--- src/rtl/exu_defines.svh ---
`ifndef EXU_DEFINES_SVH
`define EXU_DEFINES_SVH

`define EXU_XLEN       32 // data word.
`define EXU_SHAMT_W    5  // shift amount, log2 of the word.
`define EXU_REG_IDX_W  5  // destination register index.
`define EXU_CSR_WEN_W  4  // csr write mask.
`define EXU_FUNCT3_W   3  // access size and compare code.

`endif

--- src/rtl/exu_op_pkg.sv ---
`include "exu_defines.svh"

package exu_op_pkg;

    typedef logic [`EXU_XLEN-1:0]      word_t;
    typedef logic [`EXU_REG_IDX_W-1:0] reg_idx_t;
    typedef logic [`EXU_CSR_WEN_W-1:0] csr_wen_t;
    typedef logic [`EXU_FUNCT3_W-1:0]  funct3_t;

    typedef enum logic [3:0] {
        alu_add    = 4'd0,
        alu_sub    = 4'd1,
        alu_sll    = 4'd2,
        alu_slt    = 4'd3,
        alu_sltu   = 4'd4,
        alu_xor    = 4'd5,
        alu_srl    = 4'd6,
        alu_sra    = 4'd7,
        alu_or     = 4'd8,
        alu_and    = 4'd9,
        alu_eq     = 4'd10,
        alu_pass_b = 4'd11
    } alu_op_e;

    typedef enum logic [2:0] {
        imm_i12 = 3'd0, // sign-extended 12 bit.
        imm_u20 = 3'd1, // upper, shifted by 12.
        imm_j20 = 3'd2, // jal offset.
        imm_b12 = 3'd3, // branch offset.
        imm_u5  = 3'd4  // csr zimm.
    } imm_kind_e;

    typedef enum logic [1:0] {
        opa_rs1  = 2'd0,
        opa_pc   = 2'd1,
        opa_zero = 2'd2
    } opa_sel_e;

    typedef enum logic [1:0] {
        opb_imm  = 2'd0,
        opb_rs2  = 2'd1,
        opb_csr  = 2'd2,
        opb_four = 2'd3 // link value for jumps.
    } opb_sel_e;

endpackage

--- src/rtl/exu_bus_pkg.sv ---
package exu_bus_pkg;

    typedef struct packed {
        exu_op_pkg::word_t     pc;
        exu_op_pkg::word_t     rs1;
        exu_op_pkg::word_t     rs2;
        exu_op_pkg::word_t     csr;
        exu_op_pkg::word_t     imm;      // raw field, formed in the stage.
        exu_op_pkg::imm_kind_e imm_kind;
        exu_op_pkg::alu_op_e   alu_op;
        logic                  invert;   // flips bit 0 for bge, bgeu, bne.
        exu_op_pkg::opa_sel_e  opa_sel;
        exu_op_pkg::opb_sel_e  opb_sel;
        logic                  branch;
        logic                  jump;
        logic                  jump_reg;
        exu_op_pkg::funct3_t   funct3;
        exu_op_pkg::reg_idx_t  rd;
        logic                  reg_wen;
        logic                  mem_ren;
        logic                  mem_wen;
        exu_op_pkg::csr_wen_t  csr_wen;
    } issue_t;

    typedef struct packed {
        exu_op_pkg::word_t    pc;
        exu_op_pkg::word_t    rs1;
        exu_op_pkg::word_t    rs2;      // store data.
        exu_op_pkg::word_t    csr;
        exu_op_pkg::word_t    imm;      // formed immediate.
        exu_op_pkg::word_t    alu;      // after inversion.
        exu_op_pkg::funct3_t  funct3;
        exu_op_pkg::reg_idx_t rd;
        logic                 branch;
        logic                 jump;
        logic                 jump_reg;
        logic                 reg_wen;
        logic                 mem_ren;
        logic                 mem_wen;
        exu_op_pkg::csr_wen_t csr_wen;
    } result_t;

endpackage

--- src/rtl/imm_former.sv ---
`timescale 1ns/1ps
`include "exu_defines.svh"

module imm_former (
    input  exu_op_pkg::word_t     raw,
    input  exu_op_pkg::imm_kind_e kind,
    output exu_op_pkg::word_t     imm
);

    always_comb begin
        case (kind)
            exu_op_pkg::imm_i12: begin
                imm = {{(`EXU_XLEN-12){raw[11]}}, raw[11:0]};
            end
            exu_op_pkg::imm_u20: begin
                imm = {raw[19:0], 12'd0};
            end
            exu_op_pkg::imm_j20: begin
                imm = {{(`EXU_XLEN-21){raw[19]}}, raw[19:0], 1'b0}; // halfword offset.
            end
            exu_op_pkg::imm_b12: begin
                imm = {{(`EXU_XLEN-13){raw[11]}}, raw[11:0], 1'b0};
            end
            exu_op_pkg::imm_u5: begin
                imm = {{(`EXU_XLEN-5){1'b0}}, raw[4:0]}; // zero extended.
            end
            default: begin
                imm = '0;
            end
        endcase
    end

endmodule

--- src/rtl/alu.sv ---
`timescale 1ns/1ps
`include "exu_defines.svh"

module alu (
    input  exu_op_pkg::word_t   a,
    input  exu_op_pkg::word_t   b,
    input  exu_op_pkg::alu_op_e op,
    input  logic                invert,
    output exu_op_pkg::word_t   y
);

    logic [`EXU_SHAMT_W-1:0] shamt;
    exu_op_pkg::word_t       res;

    assign shamt = b[`EXU_SHAMT_W-1:0];

    always_comb begin
        case (op)
            exu_op_pkg::alu_add: begin
                res = a + b;
            end
            exu_op_pkg::alu_sub: begin
                res = a - b;
            end
            exu_op_pkg::alu_sll: begin
                res = a << shamt;
            end
            exu_op_pkg::alu_slt: begin
                res = exu_op_pkg::word_t'($signed(a) < $signed(b));
            end
            exu_op_pkg::alu_sltu: begin
                res = exu_op_pkg::word_t'(a < b);
            end
            exu_op_pkg::alu_xor: begin
                res = a ^ b;
            end
            exu_op_pkg::alu_srl: begin
                res = a >> shamt;
            end
            exu_op_pkg::alu_sra: begin
                res = exu_op_pkg::word_t'($signed(a) >>> shamt); // keeps the sign.
            end
            exu_op_pkg::alu_or: begin
                res = a | b;
            end
            exu_op_pkg::alu_and: begin
                res = a & b;
            end
            exu_op_pkg::alu_eq: begin
                res = exu_op_pkg::word_t'(a == b);
            end
            exu_op_pkg::alu_pass_b: begin
                res = b; // lui and csr moves.
            end
            default: begin
                res = '0;
            end
        endcase
    end

    // compares only ever give 0 or 1, so flipping bit 0 negates them.
    assign y = res ^ exu_op_pkg::word_t'(invert);

endmodule

--- src/rtl/exec_stage.sv ---
`timescale 1ns/1ps

module exec_stage (
    input  logic                 clock,
    input  logic                 reset,
    input  logic                 issue_valid,
    output logic                 issue_ready,
    input  exu_bus_pkg::issue_t  issue,
    output logic                 result_valid,
    input  logic                 result_ready,
    output exu_bus_pkg::result_t result,
    input  logic                 redirect_taken
);

    exu_bus_pkg::issue_t held;
    logic                valid_q;
    logic                accept;
    logic                fire;
    logic                flush;
    exu_op_pkg::word_t   imm;
    exu_op_pkg::word_t   opa;
    exu_op_pkg::word_t   opb;
    exu_op_pkg::word_t   alu_y;

    assign issue_ready = result_ready || !valid_q;
    assign accept      = issue_valid && issue_ready;
    assign fire        = valid_q && result_ready;
    assign flush       = fire && redirect_taken; // wrong path behind a taken redirect.

    always_ff @(posedge clock) begin
        if (reset) begin
            valid_q <= 1'b0;
        end else if (accept) begin
            valid_q <= !flush;
        end else if (fire) begin
            valid_q <= 1'b0;
        end
    end

    always_ff @(posedge clock) begin
        if (accept) begin
            held <= issue;
        end
    end

    imm_former u_imm_former (
        .raw  (held.imm),
        .kind (held.imm_kind),
        .imm  (imm)
    );

    always_comb begin
        case (held.opa_sel)
            exu_op_pkg::opa_rs1: opa = held.rs1;
            exu_op_pkg::opa_pc:  opa = held.pc;
            default:             opa = '0;
        endcase
    end

    always_comb begin
        case (held.opb_sel)
            exu_op_pkg::opb_imm: opb = imm;
            exu_op_pkg::opb_rs2: opb = held.rs2;
            exu_op_pkg::opb_csr: opb = held.csr;
            default:             opb = exu_op_pkg::word_t'(4);
        endcase
    end

    alu u_alu (
        .a      (opa),
        .b      (opb),
        .op     (held.alu_op),
        .invert (held.invert),
        .y      (alu_y)
    );

    always_comb begin
        result.pc       = held.pc;
        result.rs1      = held.rs1;
        result.rs2      = held.rs2;
        result.csr      = held.csr;
        result.imm      = imm;
        result.alu      = alu_y;
        result.funct3   = held.funct3;
        result.rd       = held.rd;
        result.branch   = held.branch;
        result.jump     = held.jump;
        result.jump_reg = held.jump_reg;
        result.reg_wen  = held.reg_wen;
        result.mem_ren  = held.mem_ren;
        result.mem_wen  = held.mem_wen;
        result.csr_wen  = held.csr_wen;
    end

    assign result_valid = valid_q;

    a_stall_hold: assert property (
        @(posedge clock) disable iff (reset)
        (result_valid && !result_ready) |=> (result_valid && $stable(result))
    ) else $error("result changed while stalled.");

    a_reset_idle: assert property (
        @(posedge clock) reset |=> !result_valid
    ) else $error("result_valid high right after reset.");

    // redirect comes back from the resolver behind this stage.
    a_flush_kill: assert property (
        @(posedge clock) disable iff (reset)
        (result_valid && result_ready && redirect_taken) |=> !result_valid
    ) else $error("killed instruction presented after redirect.");

endmodule

--- src/rtl/branch_resolve.sv ---
`timescale 1ns/1ps
`include "exu_defines.svh"

module branch_resolve (
    input  logic                 result_valid,
    input  exu_bus_pkg::result_t result,
    output logic                 redirect_taken,
    output exu_op_pkg::word_t    redirect_target
);

    exu_op_pkg::word_t base;
    exu_op_pkg::word_t sum;
    logic              taken;

    // alu bit 0 holds the compare outcome for branches.
    assign taken = result.jump || (result.branch && result.alu[0]);

    assign redirect_taken = result_valid && taken;

    assign base = result.jump_reg ? result.rs1 : result.pc;
    assign sum  = base + result.imm;

    always_comb begin
        if (result.jump_reg) begin
            redirect_target = {sum[`EXU_XLEN-1:1], 1'b0}; // jalr clears bit 0.
        end else begin
            redirect_target = sum;
        end
    end

    // decode must never mark an instruction as both kinds.
    always_comb begin
        if (result_valid) begin
            a_one_kind: assert (!(result.branch && result.jump))
                else $error("branch and jump both set.");
        end
    end

endmodule

--- src/rtl/exu_top.sv ---
`timescale 1ns/1ps

module exu_top (
    input  logic                 clock,
    input  logic                 reset,
    input  logic                 issue_valid,
    output logic                 issue_ready,
    input  exu_bus_pkg::issue_t  issue,
    output logic                 result_valid,
    input  logic                 result_ready,
    output exu_bus_pkg::result_t result,
    output logic                 redirect_taken,
    output exu_op_pkg::word_t    redirect_target
);

    exec_stage u_exec_stage (
        .clock          (clock),
        .reset          (reset),
        .issue_valid    (issue_valid),
        .issue_ready    (issue_ready),
        .issue          (issue),
        .result_valid   (result_valid),
        .result_ready   (result_ready),
        .result         (result),
        .redirect_taken (redirect_taken) // flushes the wrong-path issue.
    );

    branch_resolve u_branch_resolve (
        .result_valid    (result_valid),
        .result          (result),
        .redirect_taken  (redirect_taken),
        .redirect_target (redirect_target)
    );

endmodule

--- config.mk ---
export PLATFORM = sky130hd
export DESIGN_NAME = exu_top
export DESIGN_NICKNAME = d
export VERILOG_FILES = /design/src/rtl/exu_op_pkg.sv /design/src/rtl/exu_bus_pkg.sv /design/src/rtl/imm_former.sv /design/src/rtl/alu.sv /design/src/rtl/exec_stage.sv /design/src/rtl/branch_resolve.sv /design/src/rtl/exu_top.sv
export VERILOG_INCLUDE_DIRS = /design/src /design/src/rtl
export SDC_FILE = /design/constraint.sdc
export NUM_CORES = 1
export LEC_CHECK = 0
export ABC_AREA = 1
export BUFFER_PORTS_ARGS = -buffer_cell sky130_fd_sc_hd__buf_2
export CORE_ASPECT_RATIO = 0.5
export CORE_MARGIN = 2
export CORE_UTILIZATION = 30
export DETAILED_ROUTE_END_ITERATION = 8
export GPL_ROUTABILITY_DRIVEN = 1
export GPL_TIMING_DRIVEN = 0
export PLACE_DENSITY = 0.47
export SYNTH_ARGS = -nofsm -noshare
export SYNTH_HDL_FRONTEND = slang
export SYNTH_SLANG_ARGS = --single-unit
--- constraint.sdc ---
create_clock -name clock -period 17.7 [get_ports clock]
set_input_delay 1.77 -clock clock [delete_from_list [all_inputs] [get_ports clock]]
set_output_delay 1.77 -clock clock [all_outputs]
set_load 0.02 [all_outputs]
Word-level counts from Yosys, hierarchy flattened
Cells that the tools add are included.

Flip-flop bits (word level): 179. Input port bits: 194. Output and inout bits: 245. Logic and storage cells: 73.

Add/subtract/negate cells: 3. $lt $le $gt $ge: 2. Equal/unequal tests: 19. Shifts and indexed selects: 3. Multiplexer cells: 8. Bitwise operators: 4. Reductions and logical operators: 14.

Operators by type and width (number): 32-bit case mux with 12 select lines (1); 32-bit case mux with 5 select lines (1); 32-bit case mux with 3 select lines (1); 32-bit adder (2); 32-bit less-than comparator (2); 32-bit case mux with 2 select lines (1); 32-bit bitwise AND (1); 32-bit == test (1); 32-bit 2-to-1 mux (1); 32-bit bitwise OR (1); 32-bit by 5-bit left shift with 32-bit output (1); 32-bit by 5-bit right shift with 32-bit output (1); 32-bit by 5-bit >>> shifter with 32-bit output (1); 32-bit subtractor (1); 32-bit by 1-bit bitwise XOR with 32-bit output (1); 32-bit bitwise XOR (1); 4-bit by 3-bit == test with 1-bit output (second input constant) (4); 4-bit == test (second input constant) (4); 4-bit by 2-bit == test with 1-bit output (second input constant) (2); 3-bit by 2-bit == test with 1-bit output (second input constant) (2); 1-bit logical AND (5); 2-bit by 1-bit == test with 1-bit output (second input constant) (2); 4-bit by 1-bit == test with 1-bit output (second input constant) (1); 2-bit logical NOT (2); other kinds (9) (13).

Longest topological paths before layout
Word-level depth: 12. Mapped depth: 30. Gate-level depth less buffers: 29.

Modules after synthesis
A second synthesis with hierarchy kept.

Cell total of the unflattened synthesis: 3207. Area total of the unflattened synthesis: 21237.9 µm².

By module, submodules not included: alu (times used 1, cells each 1943, area each 9763.1 µm², sequential area each 0.0 µm²); exec_stage (times used 1, cells each 599, area each 8092.8 µm², sequential area each 5725.5 µm²); branch_resolve (times used 1, cells each 532, area each 2753.9 µm², sequential area each 0.0 µm²); imm_former (times used 1, cells each 133, area each 628.1 µm², sequential area each 0.0 µm²).

Worst setup path after synthesis
OpenSTA, ideal clock, no wires.

Path kind: input-to-reg. From: input result_ready. To: register u_exec_stage.held[18] (netlist name), enable pin. Library setup time: 0.990 ns. Data arrival time: 14.608 ns. Data required time: 16.710 ns. Slack: 2.102 ns. Cell stages on the path: 2. Path buffers: 0. Cells stage by stage: inv_1 a21boi_0.

Longest elaborated chain between the ends: 2.

Ends and longest elaborated chain: start: declaration (RTL line exu_top.sv:10) `input logic result_ready,`; 1-bit logical OR (RTL line exec_stage.sv:25) `assign issue_ready = result_ready || !valid_q;`; 1-bit logical AND (RTL line exec_stage.sv:26) `assign accept = issue_valid && issue_ready;`; net u_exec_stage.accept (RTL line exec_stage.sv:17) `logic accept;`; end signal: assignment (RTL line exec_stage.sv:42) `held <= issue;`; end: declaration (RTL line exec_stage.sv:15) `exu_bus_pkg::issue_t held;`.

The timed path passes the listed nets, and every way through them passes these cells. A chain may end at the register's enable or synchronous reset.

==> metrics.txt <==
I/O Buffers 426; Slew @ Worst Pin 1.331 ns; P_leak 10.83 nW; area occupied by multi-input gates 10540 µm²; hold crit path type flip-flop to flip-flop; CP Data Arrival Time 6.72 ns; Placed Area 22130 µm²; CTS Buf Count 17; CTS H-tree depth 4; Tot Pwr about 1.8 mW; Slew headroom 9.002%; NetSw 821.4 µW; hold_buf cts 0; Ports 439; internal power about 960 µW; asr flop ratio synth 0%; Placement Rows 64; Inst Count DP 3935; max-slew violation count 0; VDD IR-drop max 0.07321 mV; Mapped Area 18800 µm²; syn_nets 3002; Setup-failing EPs final 0; fillcell total 6758; final design area excluding fillers 22720 µm²; via-per-instance ratio ~5.4; fraction of layout cells with a size suffix above 1 23.93%; post-synthesis register bit count 179; die span in x around 360 µm; total grt overflow 0; hpwl dp 87350 µm; Post-synth EDFFs roughly 180; antenna violation net count after detailed routing 0; Core Util, Final 36.90%; clk_skew roughly 0.0096 ns; drt initial violations around 2400; full die area 64810 µm²; CP required between 15 and 20 ns; CTS Sinks 179; Remaining DRCs 0; Worst-Skew Late Latency about 0.47 ns; pwr dens between 70 and 80 nW/µm²; Ys Warns 0; clock root cell clkbuf_16; CP Capture Type primary output; switch share ~46%; Reg area 5365 µm²; Hold Worst Slack roughly 0.57 ns; status completed; vias in the first global route 20120; Startpoint Class flip-flop; WHS Path Cells 2; final WL 102600 µm; Synth area leader edfxtp_1; CTS Buffer Depth 2; Clk pin slew, worst setup/hold paths approximately 0.070 ns; Final period util 47.96%; clock network power share 22.2%; Setup CP Type flip-flop to primary output; first-pass GRT wire length between 100000 and 150000 µm; most common cell in the synthesized netlist nand2_1; Main synth FF type edfxtp_1; area grow syn2layout 20.84%; Post-CTS Setup Inserts 0; die height 181.0 µm; max_cap viols 0; register area share after synthesis 28.54%; ranking of synthesized cells by area edfxtp_1 28%, nand2_1 11%, ha_1 8.5%; Reg power frac 29.0%; RSZ-0062 raised after global routing no; wire per inst between 20 and 30 µm; worst-path fanout max 11; routed vias 21500; largest net degree at the start of global routing 29; Comb pwr share 48.8%; nets 3454; max frequency between 0.1 and 0.15 GHz; GRT Resource Usage Total 30.75%; First-pass DRT Iterations 7; Yosys top cell area share 28.43%; CTS tree done; post-synthesis cell type count 58; core area 61580 µm²; post-CTS resize count 0; fin crit period 8.488 ns; Initial Utilization between 30% and 40%; Avg Inst Size Synth 7.023 µm²; initial antenna violation count 3; cells after synthesis 2677; synth cell count leaders 543 x nand2_1, 297 x inv_1, 216 x nand3_1; non-filler cells, final 3970; R2R depth 26; gpl congestion 1.023; Hold Fails Final Rpt 0
-- through the flow --
stage / setup TNS (ns) / setup slack (ns)
after floorplan: 0 / 2.102
after global routing: 0 / 9.029
after global placement: -848.47 / -4.795
after detailed placement: 0 / 10.10
after CTS: 0 / 9.560
final: 0 / 9.212
-- routing by layer --
metal	GRT usage, %	share of wire [%]	up-vias
li1	-	-	9921
met1	43.48	45	10530
met2	49.00	45	948
met3	5.222	8.0	99
met4	6.377	1.9	0
met5	0	0	-
-- power by group through the flow --
stage | logic [mW] | clock network [mW] | registers, mW
floorplan | 0.520 | 0 | 0.531
global placement | 0.841 | 0 | 0.547
detailed placement | 0.844 | 0 | 0.526
CTS | 0.847 | 0.402 | 0.517
global route | 0.923 | 0.418 | 0.519
finish | 0.868 | 0.395 | 0.517
-- critical path, stage by stage, from the launching register on --
cell and delay (ns):
edfxtp_1 0.50, nand2_1 0.13, buf_2 0.22, o22ai_1 0.22, nand2_1 0.11, nand3_1 0.41
inv_1 0.33, buf_2 0.28, clkbuf_1 0.54, ha_1 0.35, buf_2 0.18, o21bai_1 0.15
a21oi_1 0.11, o21ai_1 0.45, inv_1 0.14, o21ai_0 0.24, a21oi_1 0.10, a2111oi_0 1.04
o2111ai_1 0.42, buf_2 0.29
-- placed cells by master, fill, tap and decap left out, types with 8 or more instances in the layout --
master / n
nand3_1: 216
o2111ai_1: 14
edfxtp_1: 178
o21a_1: 8
clkbuf_1: 63
mux2i_1: 9
a21o_1: 10
xor2_1: 26
a31oi_1: 14
a21oi_1: 204
a221oi_1: 19
o21ai_2: 21
nor3_1: 22
buf_4: 157
nand2_1: 543
ha_1: 128
o21ai_1: 55
clkbuf_16: 17
o211ai_1: 26
o221ai_1: 17
nand4_1: 25
or2_2: 10
xnor2_1: 9
o22ai_1: 43
buf_2: 461
inv_1: 297
inv_2: 34
o21ai_0: 211
nor2_1: 192
-- flip-flops by register name, indices dropped and copies added (netlist names) --
register	flops
u_exec_stage.held	32
u_exec_stage.result_valid	1
u_exec_stage.result	146
-- cell type report --
type                            instances  area share [%]
Multi-Input combinational cell       1903           46.41
Sequential cell                       179           23.61
Timing Repair Buffer                  433           10.03
Buffer                                263           7.297
Inverter                              332           5.485
Tap cell                              825           4.543
Clock buffer                           19           1.905
Clock inverter                         13          0.6829
Antenna cell                            3         0.03304
-- path summary, 6_finish.rpt --
kind / start / endpoint / slack, ns
setup / recovery: u_exec_stage.held[28]$_DFFE_PP_ / result[30] / 9.21
hold / removal: u_exec_stage.result_valid$_SDFFE_PP0P_ / u_exec_stage.result_valid$_SDFFE_PP0P_ / 0.57
setup reg to reg: u_exec_stage.held[28]$_DFFE_PP_ / u_exec_stage.result_valid$_SDFFE_PP0P_ / 12.25
hold reg to reg: u_exec_stage.result_valid$_SDFFE_PP0P_ / u_exec_stage.result_valid$_SDFFE_PP0P_ / 0.57
-- cells by family (layout without fill, tap and decap cells) --
group | Yosys count | count (layout) | synth area share (%)
adders and majority gates | 131 | 131 | 8.837
DFF | 179 | 179 | 28.54
buffers and inverters | 595 | 1060 | 15.45
and+or+nand+nor | 1038 | 1038 | 23.40
AOI/OAI and AO/OA | 685 | 685 | 21.37
other | 0 | 3 | 0
xor gates and xnor gates | 35 | 35 | 1.630
muxes | 14 | 14 | 0.7786
Power figures use the tool's default switching activity.
